$ cat config.mk
export PLATFORM = sky130hd
export DESIGN_NAME = multicycleController
export DESIGN_NICKNAME = d
export VERILOG_FILES = /design/src/design/isaPkg.sv /design/src/design/ctrlPkg.sv /design/src/design/fetchRequester.sv /design/src/design/instrBuffer.sv /design/src/design/stepSequencer.sv /design/src/design/multicycleController.sv
export SDC_FILE = /design/constraint.sdc
export NUM_CORES = 1
export LEC_CHECK = 0
export ABC_AREA = 1
export BUFFER_PORTS_ARGS = -buffer_cell sky130_fd_sc_hd__buf_4
export CORE_ASPECT_RATIO = 1.25
export CORE_MARGIN = 2
export CORE_UTILIZATION = 40
export DETAILED_ROUTE_END_ITERATION = 6
export GPL_ROUTABILITY_DRIVEN = 0
export PLACE_DENSITY = 0.63
export SETUP_SLACK_MARGIN = 0.3
export SLEW_MARGIN = 15
export SYNTH_ARGS = -nofsm -noshare
export SYNTH_HDL_FRONTEND = slang
export SYNTH_SLANG_ARGS = --single-unit
$ cat constraint.sdc
create_clock -name clk -period 8.35 [get_ports clk]
set_clock_uncertainty 0.15 [all_clocks]
set_input_delay 0.4175 -clock clk [delete_from_list [all_inputs] [get_ports clk]]
set_output_delay 0.4175 -clock clk [all_outputs]
set_load 0.02 [all_outputs]
$ cat src/design/isaPkg.sv
// RV32 subset definitions for the controller
// Word and field types, major opcodes, instruction classes
// and immediate formats
package isaPkg;

    localparam int xlen = 32;       // Register and instruction width
    localparam int opcodeBits = 7;
    localparam int funct3Bits = 3;

    typedef logic [xlen-1:0]       word_t;
    typedef logic [opcodeBits-1:0] opcode_t;
    typedef logic [funct3Bits-1:0] funct3_t;

    // Major opcodes, instr[6:0]
    localparam opcode_t opLoad   = 7'b0000011;  // lw
    localparam opcode_t opStore  = 7'b0100011;  // sw
    localparam opcode_t opRegAlu = 7'b0110011;  // R-type
    localparam opcode_t opImmAlu = 7'b0010011;  // I-type ALU
    localparam opcode_t opJal    = 7'b1101111;
    localparam opcode_t opBranch = 7'b1100011;  // beq

    // One class per sequencer path
    typedef enum logic [2:0] {
        clsLoad,
        clsStore,
        clsRegAlu,
        clsImmAlu,
        clsJal,
        clsBranch,
        clsIllegal
    } instrClass_t;

    // Select for the immediate extender
    typedef enum logic [1:0] {
        immI = 2'b00,
        immS = 2'b01,
        immB = 2'b10,
        immJ = 2'b11
    } immSrc_t;

    typedef struct packed {
        instrClass_t cls;
        funct3_t     funct3;    // Passed on as ALU operation
        immSrc_t     immSrc;
    } decodedInstr_t;

endpackage

$ cat src/design/ctrlPkg.sv
// Memory bus command format, datapath select codes,
// control bundle and sequencer states
package ctrlPkg;

    typedef logic [1:0]  cmdKind_t;
    typedef logic [29:0] cmdPayload_t;

    // 34-bit command toward the bus master
    typedef struct packed {
        cmdKind_t    kind;
        logic        incr;      // Add payload to current address
        logic        autoInc;   // Step address on each read
        cmdPayload_t payload;
    } busCmd_t;

    localparam cmdKind_t cmdSetAddr = 2'b10;
    localparam cmdKind_t cmdRead    = 2'b00;    // Payload ignored

    typedef logic [1:0] aluSrc_t;
    typedef logic [1:0] resSrc_t;
    typedef logic [2:0] aluCtl_t;

    // ALU A mux
    localparam aluSrc_t srcAPc    = 2'b00;
    localparam aluSrc_t srcAOldPc = 2'b01;  // PC of the current instruction
    localparam aluSrc_t srcAReg   = 2'b10;  // rs1

    // ALU B mux
    localparam aluSrc_t srcBReg  = 2'b00;   // rs2
    localparam aluSrc_t srcBImm  = 2'b01;   // Extended immediate
    localparam aluSrc_t srcBFour = 2'b10;

    // Result bus mux
    localparam resSrc_t resAluOut    = 2'b00;   // Registered ALU output
    localparam resSrc_t resData      = 2'b01;   // Memory read data
    localparam resSrc_t resAluResult = 2'b10;   // ALU output this cycle

    localparam aluCtl_t aluAdd = 3'b000;
    localparam aluCtl_t aluSub = 3'b001;

    // Datapath controls, zero means inactive
    typedef struct packed {
        logic            pcWrite;
        logic            adrSrc;    // 1 selects ALU out as memory address
        logic            memWrite;
        logic            regWrite;
        resSrc_t         resultSrc;
        aluSrc_t         aluSrcA;
        aluSrc_t         aluSrcB;
        aluCtl_t         aluControl;
        isaPkg::immSrc_t immSrc;
    } ctrlBundle_t;

    localparam ctrlBundle_t ctrlIdle = '0;

    typedef enum logic [3:0] {
        sFetchIssue,
        sFetchWait,
        sDecode,
        sMemAddr,
        sMemRead,
        sMemWb,
        sMemWrite,
        sExecR,
        sExecI,
        sJal,
        sBeq,
        sAluWb,
        sError
    } seqState_t;

endpackage

$ cat src/design/fetchRequester.sv
// Instruction fetch over the strobe bus
// Set-address command with the PC, then a read command,
// then hands the returned word on with a valid pulse
`timescale 1ns/1ns

module fetchRequester (
    input  logic                                 clk,
    input  logic                                 reset,
    input  logic                                 fetchStart,
    input  isaPkg::word_t                        pc,
    input  logic                                 cmdBusy,
    input  logic                                 rspStb,
    input  logic [$bits(ctrlPkg::busCmd_t)-1:0]  rspWord,
    output logic                                 cmdStb,
    output ctrlPkg::busCmd_t                     cmdWord,
    output logic                                 instrValid,
    output isaPkg::word_t                        instrWord
);

    typedef enum logic [2:0] {
        fIdle,
        fSendAddr,
        fGap,       // Strobe cycle of the address command
        fSendRead,
        fWaitRsp
    } fetchStage_t;

    fetchStage_t   stage;
    isaPkg::word_t pcReg;   // PC captured at fetchStart

    always_ff @(posedge clk or posedge reset)
    begin
        if (reset)
        begin
            stage      <= fIdle;
            cmdStb     <= 1'b0;
            instrValid <= 1'b0;
        end
        else
        begin
            cmdStb     <= 1'b0; // Strobes are single cycle
            instrValid <= 1'b0;
            case (stage)
                fIdle:
                    if (fetchStart)
                        stage <= fSendAddr;
                fSendAddr:
                    if (!cmdBusy)
                    begin
                        cmdStb <= 1'b1;
                        stage  <= fGap;
                    end
                fGap:
                    stage <= fSendRead;     // Master raises busy meanwhile
                fSendRead:
                    if (!cmdBusy)
                    begin
                        cmdStb <= 1'b1;
                        stage  <= fWaitRsp;
                    end
                fWaitRsp:
                    if (rspStb)
                    begin
                        instrValid <= 1'b1;
                        stage      <= fIdle;
                    end
                default:
                    stage <= fIdle;
            endcase
        end
    end

    // Command and data registers
    always_ff @(posedge clk)
    begin
        if (stage == fIdle && fetchStart)
            pcReg <= pc;
        if (stage == fSendAddr && !cmdBusy)
        begin
            cmdWord.kind    <= ctrlPkg::cmdSetAddr;
            cmdWord.incr    <= 1'b0;                // Absolute address
            cmdWord.autoInc <= 1'b0;
            cmdWord.payload <= pcReg[29:0];
        end
        else if (stage == fSendRead && !cmdBusy)
        begin
            cmdWord.kind    <= ctrlPkg::cmdRead;
            cmdWord.incr    <= 1'b0;
            cmdWord.autoInc <= 1'b0;
            cmdWord.payload <= '0;
        end
        if (stage == fWaitRsp && rspStb)
            instrWord <= rspWord[isaPkg::xlen-1:0]; // Instruction in low word
    end

endmodule

$ cat src/design/instrBuffer.sv
// Instruction register and class decode
// Holds the fetched word and derives class, funct3 and immediate type
`timescale 1ns/1ns

module instrBuffer (
    input  logic                  clk,
    input  logic                  reset,
    input  logic                  instrValid,
    input  isaPkg::word_t         instrWord,
    output isaPkg::decodedInstr_t decoded,
    output isaPkg::word_t         instr
);

    isaPkg::word_t   instrReg;
    isaPkg::opcode_t opcode;

    // Loaded once per fetch
    always_ff @(posedge clk or posedge reset)
    begin
        if (reset)
            instrReg <= '0;     // Opcode 0 decodes as illegal
        else if (instrValid)
            instrReg <= instrWord;
    end

    assign instr  = instrReg;
    assign opcode = instrReg[6:0];

    always_comb
    begin
        decoded.funct3 = instrReg[14:12];
        case (opcode)
            isaPkg::opLoad:   decoded.cls = isaPkg::clsLoad;
            isaPkg::opStore:  decoded.cls = isaPkg::clsStore;
            isaPkg::opRegAlu: decoded.cls = isaPkg::clsRegAlu;
            isaPkg::opImmAlu: decoded.cls = isaPkg::clsImmAlu;
            isaPkg::opJal:    decoded.cls = isaPkg::clsJal;
            isaPkg::opBranch: decoded.cls = isaPkg::clsBranch;
            default:          decoded.cls = isaPkg::clsIllegal;
        endcase

        // Immediate layout per class
        case (decoded.cls)
            isaPkg::clsStore:  decoded.immSrc = isaPkg::immS;
            isaPkg::clsBranch: decoded.immSrc = isaPkg::immB;
            isaPkg::clsJal:    decoded.immSrc = isaPkg::immJ;
            // lw and I-type use I
            // R-type has no immediate
            default:           decoded.immSrc = isaPkg::immI;
        endcase
    end

endmodule

$ cat src/design/stepSequencer.sv
// Multicycle control FSM
// Walks fetch, decode and the per-class states and drives
// the datapath control bundle
`timescale 1ns/1ns

module stepSequencer (
    input  logic                  clk,
    input  logic                  reset,
    input  logic                  instrValid,
    input  isaPkg::decodedInstr_t decoded,
    input  logic                  zero,
    output logic                  fetchStart,
    output ctrlPkg::ctrlBundle_t  ctrl
);

    ctrlPkg::seqState_t state;
    ctrlPkg::seqState_t nextState;

    always_ff @(posedge clk or posedge reset)
    begin
        if (reset)
            state <= ctrlPkg::sFetchIssue;
        else
            state <= nextState;
    end

    // Next state
    always_comb
    begin
        nextState = state;
        case (state)
            ctrlPkg::sFetchIssue:
                nextState = ctrlPkg::sFetchWait;
            ctrlPkg::sFetchWait:
                if (instrValid)
                    nextState = ctrlPkg::sDecode;   // Buffer loads on this edge
            ctrlPkg::sDecode:
                case (decoded.cls)
                    isaPkg::clsLoad,
                    isaPkg::clsStore:  nextState = ctrlPkg::sMemAddr;
                    isaPkg::clsRegAlu: nextState = ctrlPkg::sExecR;
                    isaPkg::clsImmAlu: nextState = ctrlPkg::sExecI;
                    isaPkg::clsJal:    nextState = ctrlPkg::sJal;
                    isaPkg::clsBranch: nextState = ctrlPkg::sBeq;
                    default:           nextState = ctrlPkg::sError;
                endcase
            ctrlPkg::sMemAddr:
                if (decoded.cls == isaPkg::clsLoad)
                    nextState = ctrlPkg::sMemRead;
                else if (decoded.cls == isaPkg::clsStore)
                    nextState = ctrlPkg::sMemWrite;
                else
                    nextState = ctrlPkg::sError;
            ctrlPkg::sMemRead:
                nextState = ctrlPkg::sMemWb;
            ctrlPkg::sExecR,
            ctrlPkg::sExecI,
            ctrlPkg::sJal:
                nextState = ctrlPkg::sAluWb;
            ctrlPkg::sMemWb,
            ctrlPkg::sMemWrite,
            ctrlPkg::sBeq,
            ctrlPkg::sAluWb:
                nextState = ctrlPkg::sFetchIssue;
            ctrlPkg::sError:
                nextState = ctrlPkg::sError;    // Held until reset
            default:
                nextState = ctrlPkg::sError;
        endcase
    end

    assign fetchStart = (state == ctrlPkg::sFetchIssue);

    // Outputs from state, plus zero in sBeq
    always_comb
    begin
        ctrl = ctrlPkg::ctrlIdle;
        case (state)
            ctrlPkg::sFetchIssue:
            begin
                // PC <- PC + 4
                ctrl.pcWrite    = 1'b1;
                ctrl.aluSrcA    = ctrlPkg::srcAPc;
                ctrl.aluSrcB    = ctrlPkg::srcBFour;
                ctrl.aluControl = ctrlPkg::aluAdd;
                ctrl.resultSrc  = ctrlPkg::resAluResult;
            end
            ctrlPkg::sDecode:
            begin
                // Branch or jump target into ALUOut
                ctrl.aluSrcA    = ctrlPkg::srcAOldPc;
                ctrl.aluSrcB    = ctrlPkg::srcBImm;
                ctrl.aluControl = ctrlPkg::aluAdd;
                ctrl.immSrc     = decoded.immSrc;
            end
            ctrlPkg::sMemAddr:
            begin
                ctrl.aluSrcA    = ctrlPkg::srcAReg;     // rs1 + offset
                ctrl.aluSrcB    = ctrlPkg::srcBImm;
                ctrl.aluControl = ctrlPkg::aluAdd;
                ctrl.immSrc     = decoded.immSrc;       // I for lw, S for sw
            end
            ctrlPkg::sMemRead:
                ctrl.adrSrc = 1'b1;     // Address from ALUOut
            ctrlPkg::sMemWb:
            begin
                ctrl.regWrite  = 1'b1;
                ctrl.resultSrc = ctrlPkg::resData;
            end
            ctrlPkg::sMemWrite:
            begin
                ctrl.memWrite = 1'b1;
                ctrl.adrSrc   = 1'b1;
            end
            ctrlPkg::sExecR:
            begin
                ctrl.aluSrcA    = ctrlPkg::srcAReg;
                ctrl.aluSrcB    = ctrlPkg::srcBReg;
                ctrl.aluControl = decoded.funct3;
            end
            ctrlPkg::sExecI:
            begin
                ctrl.aluSrcA    = ctrlPkg::srcAReg;
                ctrl.aluSrcB    = ctrlPkg::srcBImm;
                ctrl.aluControl = decoded.funct3;
                ctrl.immSrc     = isaPkg::immI;
            end
            ctrlPkg::sJal:
            begin
                // PC <- target, ALUOut <- old PC + 4 as link
                ctrl.pcWrite    = 1'b1;
                ctrl.aluSrcA    = ctrlPkg::srcAOldPc;
                ctrl.aluSrcB    = ctrlPkg::srcBFour;
                ctrl.aluControl = ctrlPkg::aluAdd;
                ctrl.resultSrc  = ctrlPkg::resAluOut;
            end
            ctrlPkg::sBeq:
            begin
                ctrl.aluSrcA    = ctrlPkg::srcAReg;     // rs1 - rs2
                ctrl.aluSrcB    = ctrlPkg::srcBReg;
                ctrl.aluControl = ctrlPkg::aluSub;
                ctrl.resultSrc  = ctrlPkg::resAluOut;   // Target from decode
                ctrl.pcWrite    = zero;                 // Taken only if equal
            end
            ctrlPkg::sAluWb:
            begin
                ctrl.regWrite  = 1'b1;
                ctrl.resultSrc = ctrlPkg::resAluOut;
            end
            default:
                ctrl = ctrlPkg::ctrlIdle;   // sFetchWait and sError
        endcase
    end

endmodule

$ cat src/design/multicycleController.sv
// Controller top
// Fetch requester, instruction buffer and step sequencer
`timescale 1ns/1ns

module multicycleController (
    input  logic                                 clk,
    input  logic                                 reset,
    input  isaPkg::word_t                        pc,
    input  logic                                 zero,
    input  logic                                 cmdBusy,
    input  logic                                 rspStb,
    input  logic [$bits(ctrlPkg::busCmd_t)-1:0]  rspWord,
    output logic                                 cmdStb,
    output ctrlPkg::busCmd_t                     cmdWord,
    output ctrlPkg::ctrlBundle_t                 ctrl,
    output isaPkg::word_t                        instr
);

    logic                  fetchStart;  // Sequencer to requester
    logic                  instrValid;
    isaPkg::word_t         instrWord;
    isaPkg::decodedInstr_t decoded;

    fetchRequester fetch_i (
        .clk        (clk),
        .reset      (reset),
        .fetchStart (fetchStart),
        .pc         (pc),
        .cmdBusy    (cmdBusy),
        .rspStb     (rspStb),
        .rspWord    (rspWord),
        .cmdStb     (cmdStb),
        .cmdWord    (cmdWord),
        .instrValid (instrValid),
        .instrWord  (instrWord)
    );

    instrBuffer ibuf_i (
        .clk        (clk),
        .reset      (reset),
        .instrValid (instrValid),
        .instrWord  (instrWord),
        .decoded    (decoded),
        .instr      (instr)
    );

    stepSequencer seq_i (
        .clk        (clk),
        .reset      (reset),
        .instrValid (instrValid),
        .decoded    (decoded),
        .zero       (zero),
        .fetchStart (fetchStart),
        .ctrl       (ctrl)
    );

endmodule

# Yosys cells after proc, flatten, opt, wreduce, memory -nomap -nowiden
# Index checks and enable logic that the tools add are counted.
# op_classes
n_addsub,0
multipliers,0
div,0
order_cmp,0
eq_ne,31
n_shift,0
mux,25
n_bitwise,0
reduce_logical,18
# ops
operator,count
2-to-1 mux 30 bit,2
one-hot mux 7 bit (7 select lines),1
one-hot mux 4 bit (7 select lines),1
one-hot mux 4 bit (5 select lines),1
one-hot mux 3 bit (6 select lines),1
"equality test 4 x 3 -> 1 bit, second input constant",4
"equality test 4 bit, second input constant",4
one-hot mux 3 bit (5 select lines),1
"equality test 7 x 6 -> 1 bit, second input constant",2
"equality test 7 bit, second input constant",2
"equality test 3 x 2 -> 1 bit, second input constant",4
2-to-1 mux 3 bit,4
2-to-1 mux 4 bit,3
OR reduction 2 bit,6
"equality test 3 bit, second input constant",3
"equality test 4 x 2 -> 1 bit, second input constant",2
"inequality test 2 bit, second input constant",4
"equality test 7 x 2 -> 1 bit, second input constant",1
"equality test 7 x 5 -> 1 bit, second input constant",1
2-to-1 mux 1 bit,7
"equality test 3 x 1 -> 1 bit, second input constant",2
logical NOT 3 bit,2
one-hot mux 2 bit (3 select lines),1
"equality test 4 x 1 -> 1 bit, second input constant",1
other kinds (11),14
# totals
regBits,134
latchBits,0
ramBits,0
romBits,0
in_bits,71
output_inout_bits,82
wordCells,83
n_memories,0

# Depth between registers and ports, before layout
# Gate-level depths: netlist (run 1).
# logic_depth
ltp_word,6
mapped_depth,13
depth_no_buf,13

# By module
# From an unflattened synthesis (run 1), not the netlist that was laid out.
# hier_totals
cells_unflattened,387
area_unflattened_um2,5351.4
# by_module_without_submodules
module,instances,cells_each,area_per_inst_um2,seq_area_each_um2
fetchRequester,1,194,3435.8,2907.8
instrBuffer,1,109,1440.1,800.8
stepSequencer,1,84,475.5,100.1

# Worst setup path before layout (run 1)
# Ideal clock, no wire load.
# synth_timing
kind,register to register
startpoint,reg fetch_i.stage[0]
endpoint,reg fetch_i.instrWord[0] (enable)
setup_time_ns,0.463
arrival_time_ns,2.856
t_required_ns,7.737
path_slack_ns,4.881
path_stages_with_launch,4
path_buffers,0
synth_period_minus_slack_ns,3.469
cell_sequence,dfrtp_1 -> nor2_1 -> inv_1 -> nor3_1
# synth_between
elab_chain_cells,2
# synth_lines
element,line,text
from (decl),fetchRequester.sv:28,fetchStage_t stage;
from (signal assigned),fetchRequester.sv:35,stage <= fIdle;
from (signal assigned),fetchRequester.sv:46,stage <= fSendAddr;
from (signal assigned),fetchRequester.sv:51,stage <= fGap;
equality test 3 bit,fetchRequester.sv:92,if (stage == fWaitRsp && rspStb)
logical AND 1 bit,fetchRequester.sv:92,
to (signal assigned),fetchRequester.sv:93,instrWord <= rspWord[isaPkg::xlen-1:0];
to (decl),fetchRequester.sv:17,output isaPkg::word_t instrWord
# Every way passes these cells.
# A chain may end at the register's enable or synchronous reset.

==> results of run 1 <==
## registers in the layout, indices dropped and copies added (netlist names)
register,count
fetch_i.instrWord,32
ibuf_i.instr,32
fetch_i.cmdWord,31
fetch_i.pcReg,30
seq_i.state,4
fetch_i.stage,3
fetch_i.cmdStb,1
fetch_i.instrValid,1
## routing by layer
layer / vias up / share of wire [%] / wire, um
met5: - / 0 / 0
met4: 0 / 1.8 / 182
met3: 14 / 7.8 / 799
met2: 135 / 48 / 4910
met1: 1624 / 42 / 4290
li1: 1710 / - / -
## cell type report
class / instances / area share (%)
clock buffers: 17 / 6.10
clock inverters: 15 / 1.83
inverters: 64 / 3.45
multi-input cells: 228 / 14.8
flip-flops and latches: 134 / 54.6
well taps: 168 / 3.02
repair buffers: 150 / 16.2
## Yosys cell counts (all sizes together)
cell type    n
a21oi        5
a31oi        1
buf          6
clkbuf       7
conb         1
dfrtp       41
dfxtp        1
edfxtp      92
ha           3
inv         64
nand2      118
nand3       19
nand3b       2
nor2        58
nor3         2
o211ai       1
o21a         1
o21ai       14
o22ai        1
## how the worst max path moves through the flow
stage                                 start  slack (ns)                             end
2_1_floorplan  fetch_i.stage[0]$_DFFE_PP0P_        4.88  fetch_i.instrWord[0]$_DFFE_PP_
3_3_place_gp    ibuf_i.instr[2]$_DFFE_PP0P_        6.09                         ctrl[0]
3_5_place_dp    ibuf_i.instr[2]$_DFFE_PP0P_        6.08                         ctrl[0]
4_1_cts         ibuf_i.instr[2]$_DFFE_PP0P_        5.62                         ctrl[0]
5_1_grt         ibuf_i.instr[2]$_DFFE_PP0P_        5.45                         ctrl[0]
6_report        ibuf_i.instr[2]$_DFFE_PP0P_        5.63                         ctrl[0]
## cells by family (layout without fill, tap and decap cells)
| family | after synthesis | count (layout) | synth area share (%) |
|---|---|---|---|
| flip-flops | 134 | 134 | 74.3 |
| buffers and inverters | 77 | 246 | 5.93 |
| adder cells (fa/ha/maj) | 3 | 3 | 0.732 |
| AND/OR/NAND/NOR | 199 | 199 | 16.4 |
| AO/OA/AOI/OAI | 23 | 23 | 2.56 |
| other | 1 | 3 | 0.0732 |
## power by group through the flow
stage / registers [mW] / logic [mW] / clock network (mW)
finish: 0.991 / 0.781 / 0.686
global route: 1.01 / 0.861 / 0.731
CTS: 0.991 / 0.792 / 0.705
detailed placement: 1.00 / 0.789 / 0
global placement: 0.997 / 0.776 / 0
floorplan: 1.14 / 0.315 / 0
## critical path, cell delays in order, from the launching register on
cell     delay, ns
dfrtp_1       0.41
nor2_2        0.15
nand2_2       0.10
nor2_4        0.11
inv_2         0.08
ha_1          0.19
nand2_2       0.14
nand2_2       0.10
nand2_1       0.10
o21ai_1       0.07
a21oi_1       0.14
buf_4         0.16
## stage by stage
| step | cells | setup WS [ns] | utilization, % | total power, mW | hold WS, ns |
|---|---|---|---|---|---|
| final | 776 | 5.63 | 55.3 | 2.46 | 0.0323 |
| after global routing | 776 | 5.45 | 55.3 | 2.60 | 0.0131 |
| after CTS | 776 | 5.62 | 55.3 | 2.49 | 0.0131 |
| after detailed placement | 744 | 6.08 | 50.9 | 1.79 | 0.283 |
| after global placement | 744 | 6.09 | 50.9 | 1.77 | 0.276 |
| after floorplan | 439 | 4.88 | - | 1.45 | 0.272 |
==> results.py, run 1 <==
metrics = {
    "outcome": {
        "status": "complete, no violations",
    },
    "finish": {
        "multiInputGateArea_um2": 1030,
        "layout_commonest_cell": "buf_4",
        "drive_gt1_share_pct": 34.7,
        "seq_area_um2": 3810,
        "fillers": 1090,
        "mostFrequentLayoutCells": "buf_4, nand2_1, edfxtp_1",
        "final_area_um2": 6970,
        "nets": 669,
        "diodes": 0,
        "syn2layout_area_growth_pct": 36.0,
    },
    "die": {
        "die_x_um": 105,
        "initial_core_util_pct": 40.7,
        "rows": 46,
        "core_area_um2": 12600,
        "chipHeight_um": 131,
        "ioPinCount": 153,
        "dieArea_um2": 13700,
    },
    "cts": {
        "numCtsBuffers": 17,
        "ctsResizeCount": 0,
        "clock-sinks": 134,
        "ctsHtreeMaxLevel": 4,
        "clk_path_buf_depth": 2,
        "post_cts_buffers": 0,
        "cts_root_buffer": "clkbuf_16",
        "cts_tree": "yes",
        "clk_latency_ns": 0.40,
        "cts.clk_slew.worst_paths_ns": 0.06,
        "ctsHoldBuffers": 0,
    },
    "global_routing": {
        "grt-ovfl-total": 0,
        "grt_pass1_wl_mm": 16.8,
        "grt_antenna_before_repair": 0,
        "top_usage_layer": "met2",
        "grt_pass1_vias": 3477,
        "grt_max_degree": 42,
        "grtUsageMet3_pct": 5.21,
        "grt.met2_usage_pct": 25.1,
        "grt_usage_pct": 15.8,
        "grt_use_met1_pct": 19.8,
    },
    "run": {
        "cap_violations": 0,
    },
    "timing": {
        "finalHoldViolCount": 0,
        "tns_ns": 0,
        "slew_violations": 0,
        "worst_pin_slew_ns": 0.907,
        "setup-violations-final": 0,
        "finalCriticalPeriod_ns": 2.72,
        "clock.fmax_mhz": 367,
        "rsz0062_at_grt": "no",
        "fin_crit_sh_pct": 32.6,
        "maxSlewHeadroom_pct": 39.5,
    },
    "pwr": {
        "p_comb_share_pct": 31.8,
        "vdd_drop_max_mv": 0.175,
        "power_density_nw_per_um2": 353,
        "seqPwrFrac_pct": 40.3,
        "clock_power_share_pct": 27.9,
        "power.internal_mw": 1.61,
        "p_leak_nw": 3.20,
        "power_switching_mw": 0.851,
        "p_sw_share_pct": 34.6,
    },
    "yosys": {
        "synth_top_area_share_pct": 53.9,
        "yosysTopAreaCell": "edfxtp_1",
        "syn_area_per_cell_um2": 11.7,
        "ys_types": 28,
        "netlist_instances": 437,
        "synth_seq_cells": 134,
        "yosys-top-cells-area": "edfxtp_1, dfrtp_1, nand2_1, inv_1, nor2_1",
        "yosysSeqAreaShare_pct": 74.3,
        "ys_warn_count": 0,
        "netlist_area_um2": 5130,
    },
    "detailed_routing": {
        "drc": 0,
        "wl_per_cell_um": 13.1,
        "wl_mm": 10.2,
        "drt_iter0_drc": 154,
        "vias": 3483,
        "first_pass_iters": 4,
        "avgViaCountPerCell": 4.49,
        "ant_nets": 0,
    },
    "worst_hold_path": {
        "holdPathStages": 1,
        "hold_end": "fetch_i.instrWord[22]$_DFFE_PP_",
        "hold_path_class": "input port to flip-flop",
        "min_from": "rspWord[22]",
    },
    "setup_path": {
        "reg2reg_depth": 11,
        "r2r_slack_ns": 6.48,
        "critPathLaunchType": "flip-flop",
        "cp.arrival_ns": 2.16,
        "crit_type": "flip-flop to output pin",
        "rr_startpoint": "ibuf_i.instr[2]$_DFFE_PP0P_",
        "end_kind": "output pin",
        "cp_data_required_time_ns": 7.78,
        "rr_endpoint": "seq_i.state[0]$_DFFE_PP0P_",
        "crit_path_max_fanout": 7,
    },
    "place": {
        "portBuffers": 145,
        "dp_hpwl_mm": 7.07,
        "placed_area_um2": 6420,
    },
}
Power figures use the tool's default switching activity.
==> run 2: changes to the inputs <==
==> constraint.sdc (replaced) <==
create_clock -name clk -period 2.71 [get_ports clk]
set_clock_uncertainty 0.15 [all_clocks]
set_input_delay 0.1355 -clock clk [delete_from_list [all_inputs] [get_ports clk]]
set_output_delay 0.1355 -clock clk [all_outputs]
set_load 0.02 [all_outputs]
==> run 2 against run 1 <==
Critical path depth stayed put. Largest power group unchanged. Highest routed layer unchanged. Critical path type unchanged. Die area stayed put. Critical endpoint unchanged. Register-to-register slack worse by 5.8 ns.
==> results.py, run 2 (synthesized netlist as in run 1, its figures left out) <==
metrics = {
    "global_routing": {
        "grt-ovfl-total": 0,
        "grt_pass1_vias": 3849,
        "grt_antenna_before_repair": 0,
        "grt_max_degree": 42,
        "grt_pass1_wl_mm": 18.2,
        "grt_usage_pct": 17.3,
    },
    "die": {
        "ioPinCount": 153,
        "rows": 46,
        "dieArea_um2": 13700,
        "chipHeight_um": 131,
        "core_area_um2": 12600,
        "die_x_um": 105,
        "initial_core_util_pct": 40.7,
    },
    "setup_path": {
        "rr_endpoint": "seq_i.state[0]$_DFFE_PP0P_",
        "end_kind": "output pin",
        "rr_startpoint": "ibuf_i.instr[2]$_DFFE_PP0P_",
        "crit_type": "flip-flop to output pin",
        "cp.arrival_ns": 2.01,
        "crit_path_max_fanout": 5,
        "critPathSlowestCell": "dfrtp_1",
        "worst-path-buf-inv": 2,
        "critPathLaunchType": "flip-flop",
        "startpoint": "ibuf_i.instr[2]$_DFFE_PP0P_",
        "cp_top_family": "simple AND/OR/NAND/NOR gates",
        "r2r_slack_ns": 0.68,
        "reg2reg_depth": 13,
        "slowest_delay_ns": 0.41,
        "cp_data_required_time_ns": 2.42,
        "path_cells": "nor2_2 > nand2_2 > nor2_4 > inv_4 > ha_4 > nand2_4 > nand3_2 > nand2_2 > o21ai_2 > a21oi_2 > buf_6",
        "path_depth": 11,
        "path_common_cell": "nand2_2",
    },
    "cts": {
        "cts.clk_slew.worst_paths_ns": 0.06,
        "clk_path_buf_depth": 2,
        "cts_tree": "yes",
        "ctsHtreeMaxLevel": 4,
        "clk_latency_ns": 0.41,
        "cts_root_buffer": "clkbuf_16",
        "numCtsBuffers": 17,
        "clock-sinks": 134,
    },
    "timing": {
        "slew_violations": 0,
        "worst_pin_slew_ns": 0.923,
        "finalHoldViolCount": 0,
        "setup_slack_ns": 0.414,
        "tns_ns": 0,
        "setup-violations-final": 0,
        "rsz0062_at_grt": "no",
        "maxSlewHeadroom_pct": 38.4,
        "finalCriticalPeriod_ns": 2.30,
        "fin_crit_sh_pct": 84.7,
        "clock.fmax_mhz": 435,
    },
    "pwr": {
        "total_power_mw": 7.82,
        "power_density_nw_per_um2": 1010,
        "p_leak_nw": 3.54,
        "vdd_drop_max_mv": 0.703,
    },
    "finish": {
        "drive_gt1_share_pct": 32.5,
        "syn2layout_area_growth_pct": 51.2,
        "diodes": 0,
        "fillers": 979,
        "seq_area_um2": 3810,
        "nets": 740,
        "layout_commonest_cell": "buf_4",
        "mostFrequentLayoutCells": "buf_4, nand2_1, edfxtp_1",
        "multiInputGateArea_um2": 1080,
    },
    "worst_hold_path": {
        "hold_end": "fetch_i.instrWord[30]$_DFFE_PP_",
        "hold_path_class": "input port to flip-flop",
        "holdPathStages": 2,
        "min_from": "rspWord[30]",
    },
    "detailed_routing": {
        "wl_per_cell_um": 13.3,
        "vias": 3773,
        "drt_iter0_drc": 118,
        "avgViaCountPerCell": 4.45,
        "drc": 0,
        "ant_nets": 0,
        "first_pass_iters": 4,
        "wl_mm": 11.3,
    },
    "outcome": {
        "status": "complete, no violations",
    },
    "place": {
        "portBuffers": 145,
        "preCtsSetupSlack_ns": 0.695,
        "dp_hpwl_mm": 7.29,
    },
    "run": {
        "cap_violations": 0,
    },
}
-- run 2: repair_timing --
item	4_1_cts	5_1_grt
setup buffers	4	2
gates resized for setup	0	10
hold buffers	65	0
pin swaps	3	6
hold endpoints to repair	108	0
endpoints found under the setup margin	1	1
cloned	0	0
-- run 2: worst register-to-register path, stage by stage (launching register included) --
cell	delay (ns)
dfrtp_1	0.41
nor2_2	0.16
nand2_2	0.09
nor2_4	0.16
inv_4	0.07
ha_4	0.16
nand2_4	0.08
buf_4	0.12
buf_4	0.10
nand3_1	0.12
nand2_1	0.10
inv_1	0.04
nand3_1	0.06
nand3_1	0.08
-- run 2: worst max-delay path by stage --
stage	end
floorplan	fetch_i.cmdWord[0]$_SDFFCE_PN0P_
global placement	ctrl[0]
detailed placement	ctrl[0]
CTS	ctrl[0]
global route	ctrl[0]
finish	ctrl[0]
-- run 2: area by class of cell --
class,count,share of cell area [%]
well taps,168,2.71
multi-input cells,228,13.9
flip-flops and latches,134,49.1
repair buffers,221,23.5
clock inverters,13,1.69
clock buffers,19,5.84
inverters,64,3.13
-- run 2: layer usage --
metal	global-route usage, %	routed length, um	up-vias
li1	-	-	1849
met1	19.4	4530	1775
met2	30.4	5790	130
met3	5.21	731	19
met4	7.92	221	0
met5	0	0	-
-- run 2: metrics by stage --
stage	hold slack (ns)	instances	utilization, %	instance area, um^2
final	0.290	847	61.5	7750
after global routing	0.287	847	61.5	7750
after CTS	0.274	845	61.0	7690
after detailed placement	0.165	744	51.0	6430
after global placement	0.164	744	51.0	6430
after floorplan	0.0844	439	-	5160
-- run 2: power breakdown --
part,switching (mW),internal [mW]
registers,0.261,2.79
clock network,0.817,1.39
logic,1.57,0.986
total,2.65,5.17
==> run 3: changes to the inputs <==
==> constraint.sdc (replaced) <==
create_clock -name clk -period 2.15 [get_ports clk]
set_clock_uncertainty 0.15 [all_clocks]
set_input_delay 0.1075 -clock clk [delete_from_list [all_inputs] [get_ports clk]]
set_output_delay 0.1075 -clock clk [all_outputs]
set_load 0.02 [all_outputs]
==> run 3 against run 2 <==
Combinational power grew 38%. Global-route usage about the same. Largest power group unchanged. Sequential power rose by 27%. Core utilization rose by 2.0 points. Die area is the same. The flow now finishes with violations (negative setup slack). Non-clock buffer count increased by 14. Final cell count is 1.7% higher. Count of clock-buffer cells in the layout grew 2. Critical path depth is the same. Worst setup slack worse by 0.47 ns.
==> results.py, run 3 (synthesized netlist as in run 1, its figures left out) <==
metrics = {
    "global_routing": {
        "grt-ovfl-total": 0,
        "grt_antenna_before_repair": 0,
        "grt_pass1_vias": 3934,
        "grt_max_degree": 42,
        "grt_pass1_wl_mm": 18.4,
        "grt_usage_pct": 17.2,
    },
    "pwr": {
        "power_switching_mw": 3.48,
        "seqPwrFrac_pct": 37.8,
        "clock_power_share_pct": 27.7,
        "p_comb_share_pct": 34.5,
        "p_leak_nw": 3.62,
        "power_density_nw_per_um2": 1280,
        "vdd_drop_max_mv": 0.704,
        "power.internal_mw": 6.77,
        "p_sw_share_pct": 34.0,
        "total_power_mw": 10.3,
    },
    "timing": {
        "worst_pin_slew_ns": 0.719,
        "setup_slack_ns": -0.0548,
        "clock.fmax_mhz": 454,
        "rsz0062_at_grt": "yes",
        "fin_crit_sh_pct": 103,
        "maxSlewHeadroom_pct": 52.0,
        "finalHoldViolCount": 0,
        "finalCriticalPeriod_ns": 2.20,
        "holdWs_ns": 0.200,
        "slew_violations": 0,
        "setup-violations-final": 1,
    },
    "cts": {
        "clk_path_buf_depth": 2,
        "numCtsBuffers": 17,
        "cts_tree": "yes",
        "clock-sinks": 134,
        "ctsHtreeMaxLevel": 4,
        "cts.clk_slew.worst_paths_ns": 0.06,
        "clk_latency_ns": 0.40,
        "cts_root_buffer": "clkbuf_16",
    },
    "finish": {
        "instances_no_fill": 861,
        "syn2layout_area_growth_pct": 56.3,
        "drive_gt1_share_pct": 38.4,
        "fillers": 914,
        "seq_area_um2": 3820,
        "multiInputGateArea_um2": 1170,
        "mostFrequentLayoutCells": "buf_4, nand2_1, edfxtp_1",
        "diodes": 0,
        "nets": 754,
        "layout_commonest_cell": "buf_4",
        "final_area_um2": 8010,
        "post-route-util_pct": 63.5,
    },
    "die": {
        "initial_core_util_pct": 40.7,
        "dieArea_um2": 13700,
        "chipHeight_um": 131,
        "core_area_um2": 12600,
        "die_x_um": 105,
        "rows": 46,
        "ioPinCount": 153,
    },
    "detailed_routing": {
        "ant_nets": 0,
        "wl_met3_um": 794,
        "highest_layer": "met4",
        "drt_iter0_drc": 146,
        "drc": 0,
        "first_pass_iters": 4,
        "avgViaCountPerCell": 4.37,
        "wl_mm": 11.1,
        "drt-met1-wl_mm": 4.55,
        "wl_per_cell_um": 12.9,
        "vias": 3765,
        "dr_wl_met2_mm": 5.63,
    },
    "setup_path": {
        "reg2reg_depth": 12,
        "cp_data_required_time_ns": 1.89,
        "crit_type": "flip-flop to output pin",
        "rr_startpoint": "ibuf_i.instr[3]$_DFFE_PP0P_",
        "critPathLaunchType": "flip-flop",
        "rr_endpoint": "seq_i.state[0]$_DFFE_PP0P_",
        "crit_path_max_fanout": 5,
        "r2r_slack_ns": 0.28,
        "cp.arrival_ns": 1.95,
        "end_kind": "output pin",
    },
    "outcome": {
        "status": "complete, but fails checks",
        "violations": "negative setup slack",
    },
    "place": {
        "dp_cells": 746,
        "placed_area_um2": 6490,
        "dp_hpwl_mm": 7.10,
        "portBuffers": 145,
    },
    "worst_hold_path": {
        "hold_path_class": "input port to asynchronous set/reset pin",
    },
    "run": {
        "cap_violations": 0,
    },
}
[run 3: through the flow]
| stage | setup WS [ns] | TNS (ns) |
|---|---|---|
| floorplan | 0.159 | 0 |
| global placement | 0.258 | 0 |
| detailed placement | 0.229 | 0 |
| CTS | -0.0374 | -0.0374 |
| global route | -0.175 | -0.202 |
| finish | -0.0548 | -0.0548 |
[run 3: final cells by class]
cell class	instances	share of cell area (%)
Multi-Input combinational cell	228	14.7
Clock buffer	21	5.89
Clock inverter	11	1.55
Inverter	64	3.03
Timing Repair Buffer	235	24.6
Tap cell	168	2.62
Sequential cell	134	47.7
[run 3: worst max-delay path, cell delays in order (launching register included)]
cell and delay, ns:
dfrtp_2 0.44, nor2_4 0.12, nand2_2 0.08, nor2_4 0.12
inv_2 0.06, ha_4 0.16, nand2_4 0.09, nand3_2 0.07
nand2_2 0.07, o21ai_2 0.05, a21oi_2 0.13, buf_6 0.13
[run 3: power by group through the flow]
stage               clock network (mW)  registers, mW  logic (mW)
global route                      3.05           3.95        3.86
detailed placement                   0           3.89        3.13
finish                            2.84           3.88        3.53
CTS                               2.91           3.86        3.35
global placement                     0           3.88        3.09
floorplan                            0           4.42        1.27
[run 3: what timing repair did]
item | in CTS | in global routing
pin swaps | 6 | 13
hold endpoints to repair | 92 | 0
buffers inserted | 9 | 9
setup endpoints to repair | 8 | 15
resized for setup | 18 | 27
hold buffers | 65 | 0
[run 3: routing by layer]
layer | vias up | track usage (%)
met4 | 0 | 7.06
met5 | - | 0
met2 | 142 | 29.7
met3 | 11 | 5.56
li1 | 1883 | -
met1 | 1729 | 20.0
[run 3: worst max-delay path by stage]
stage	startpoint	end	slack [ns]
4_1_cts	ibuf_i.instr[2]$_DFFE_PP0P_	ctrl[0]	-0.04
3_5_place_dp	ibuf_i.instr[3]$_DFFE_PP0P_	ctrl[0]	0.23
2_1_floorplan	fetch_i.stage[1]$_DFFE_PP0P_	fetch_i.instrWord[0]$_DFFE_PP_	0.16
3_3_place_gp	ibuf_i.instr[3]$_DFFE_PP0P_	ctrl[0]	0.26
6_report	ibuf_i.instr[3]$_DFFE_PP0P_	ctrl[0]	-0.05
5_1_grt	ibuf_i.instr[3]$_DFFE_PP0P_	ctrl[0]	-0.17
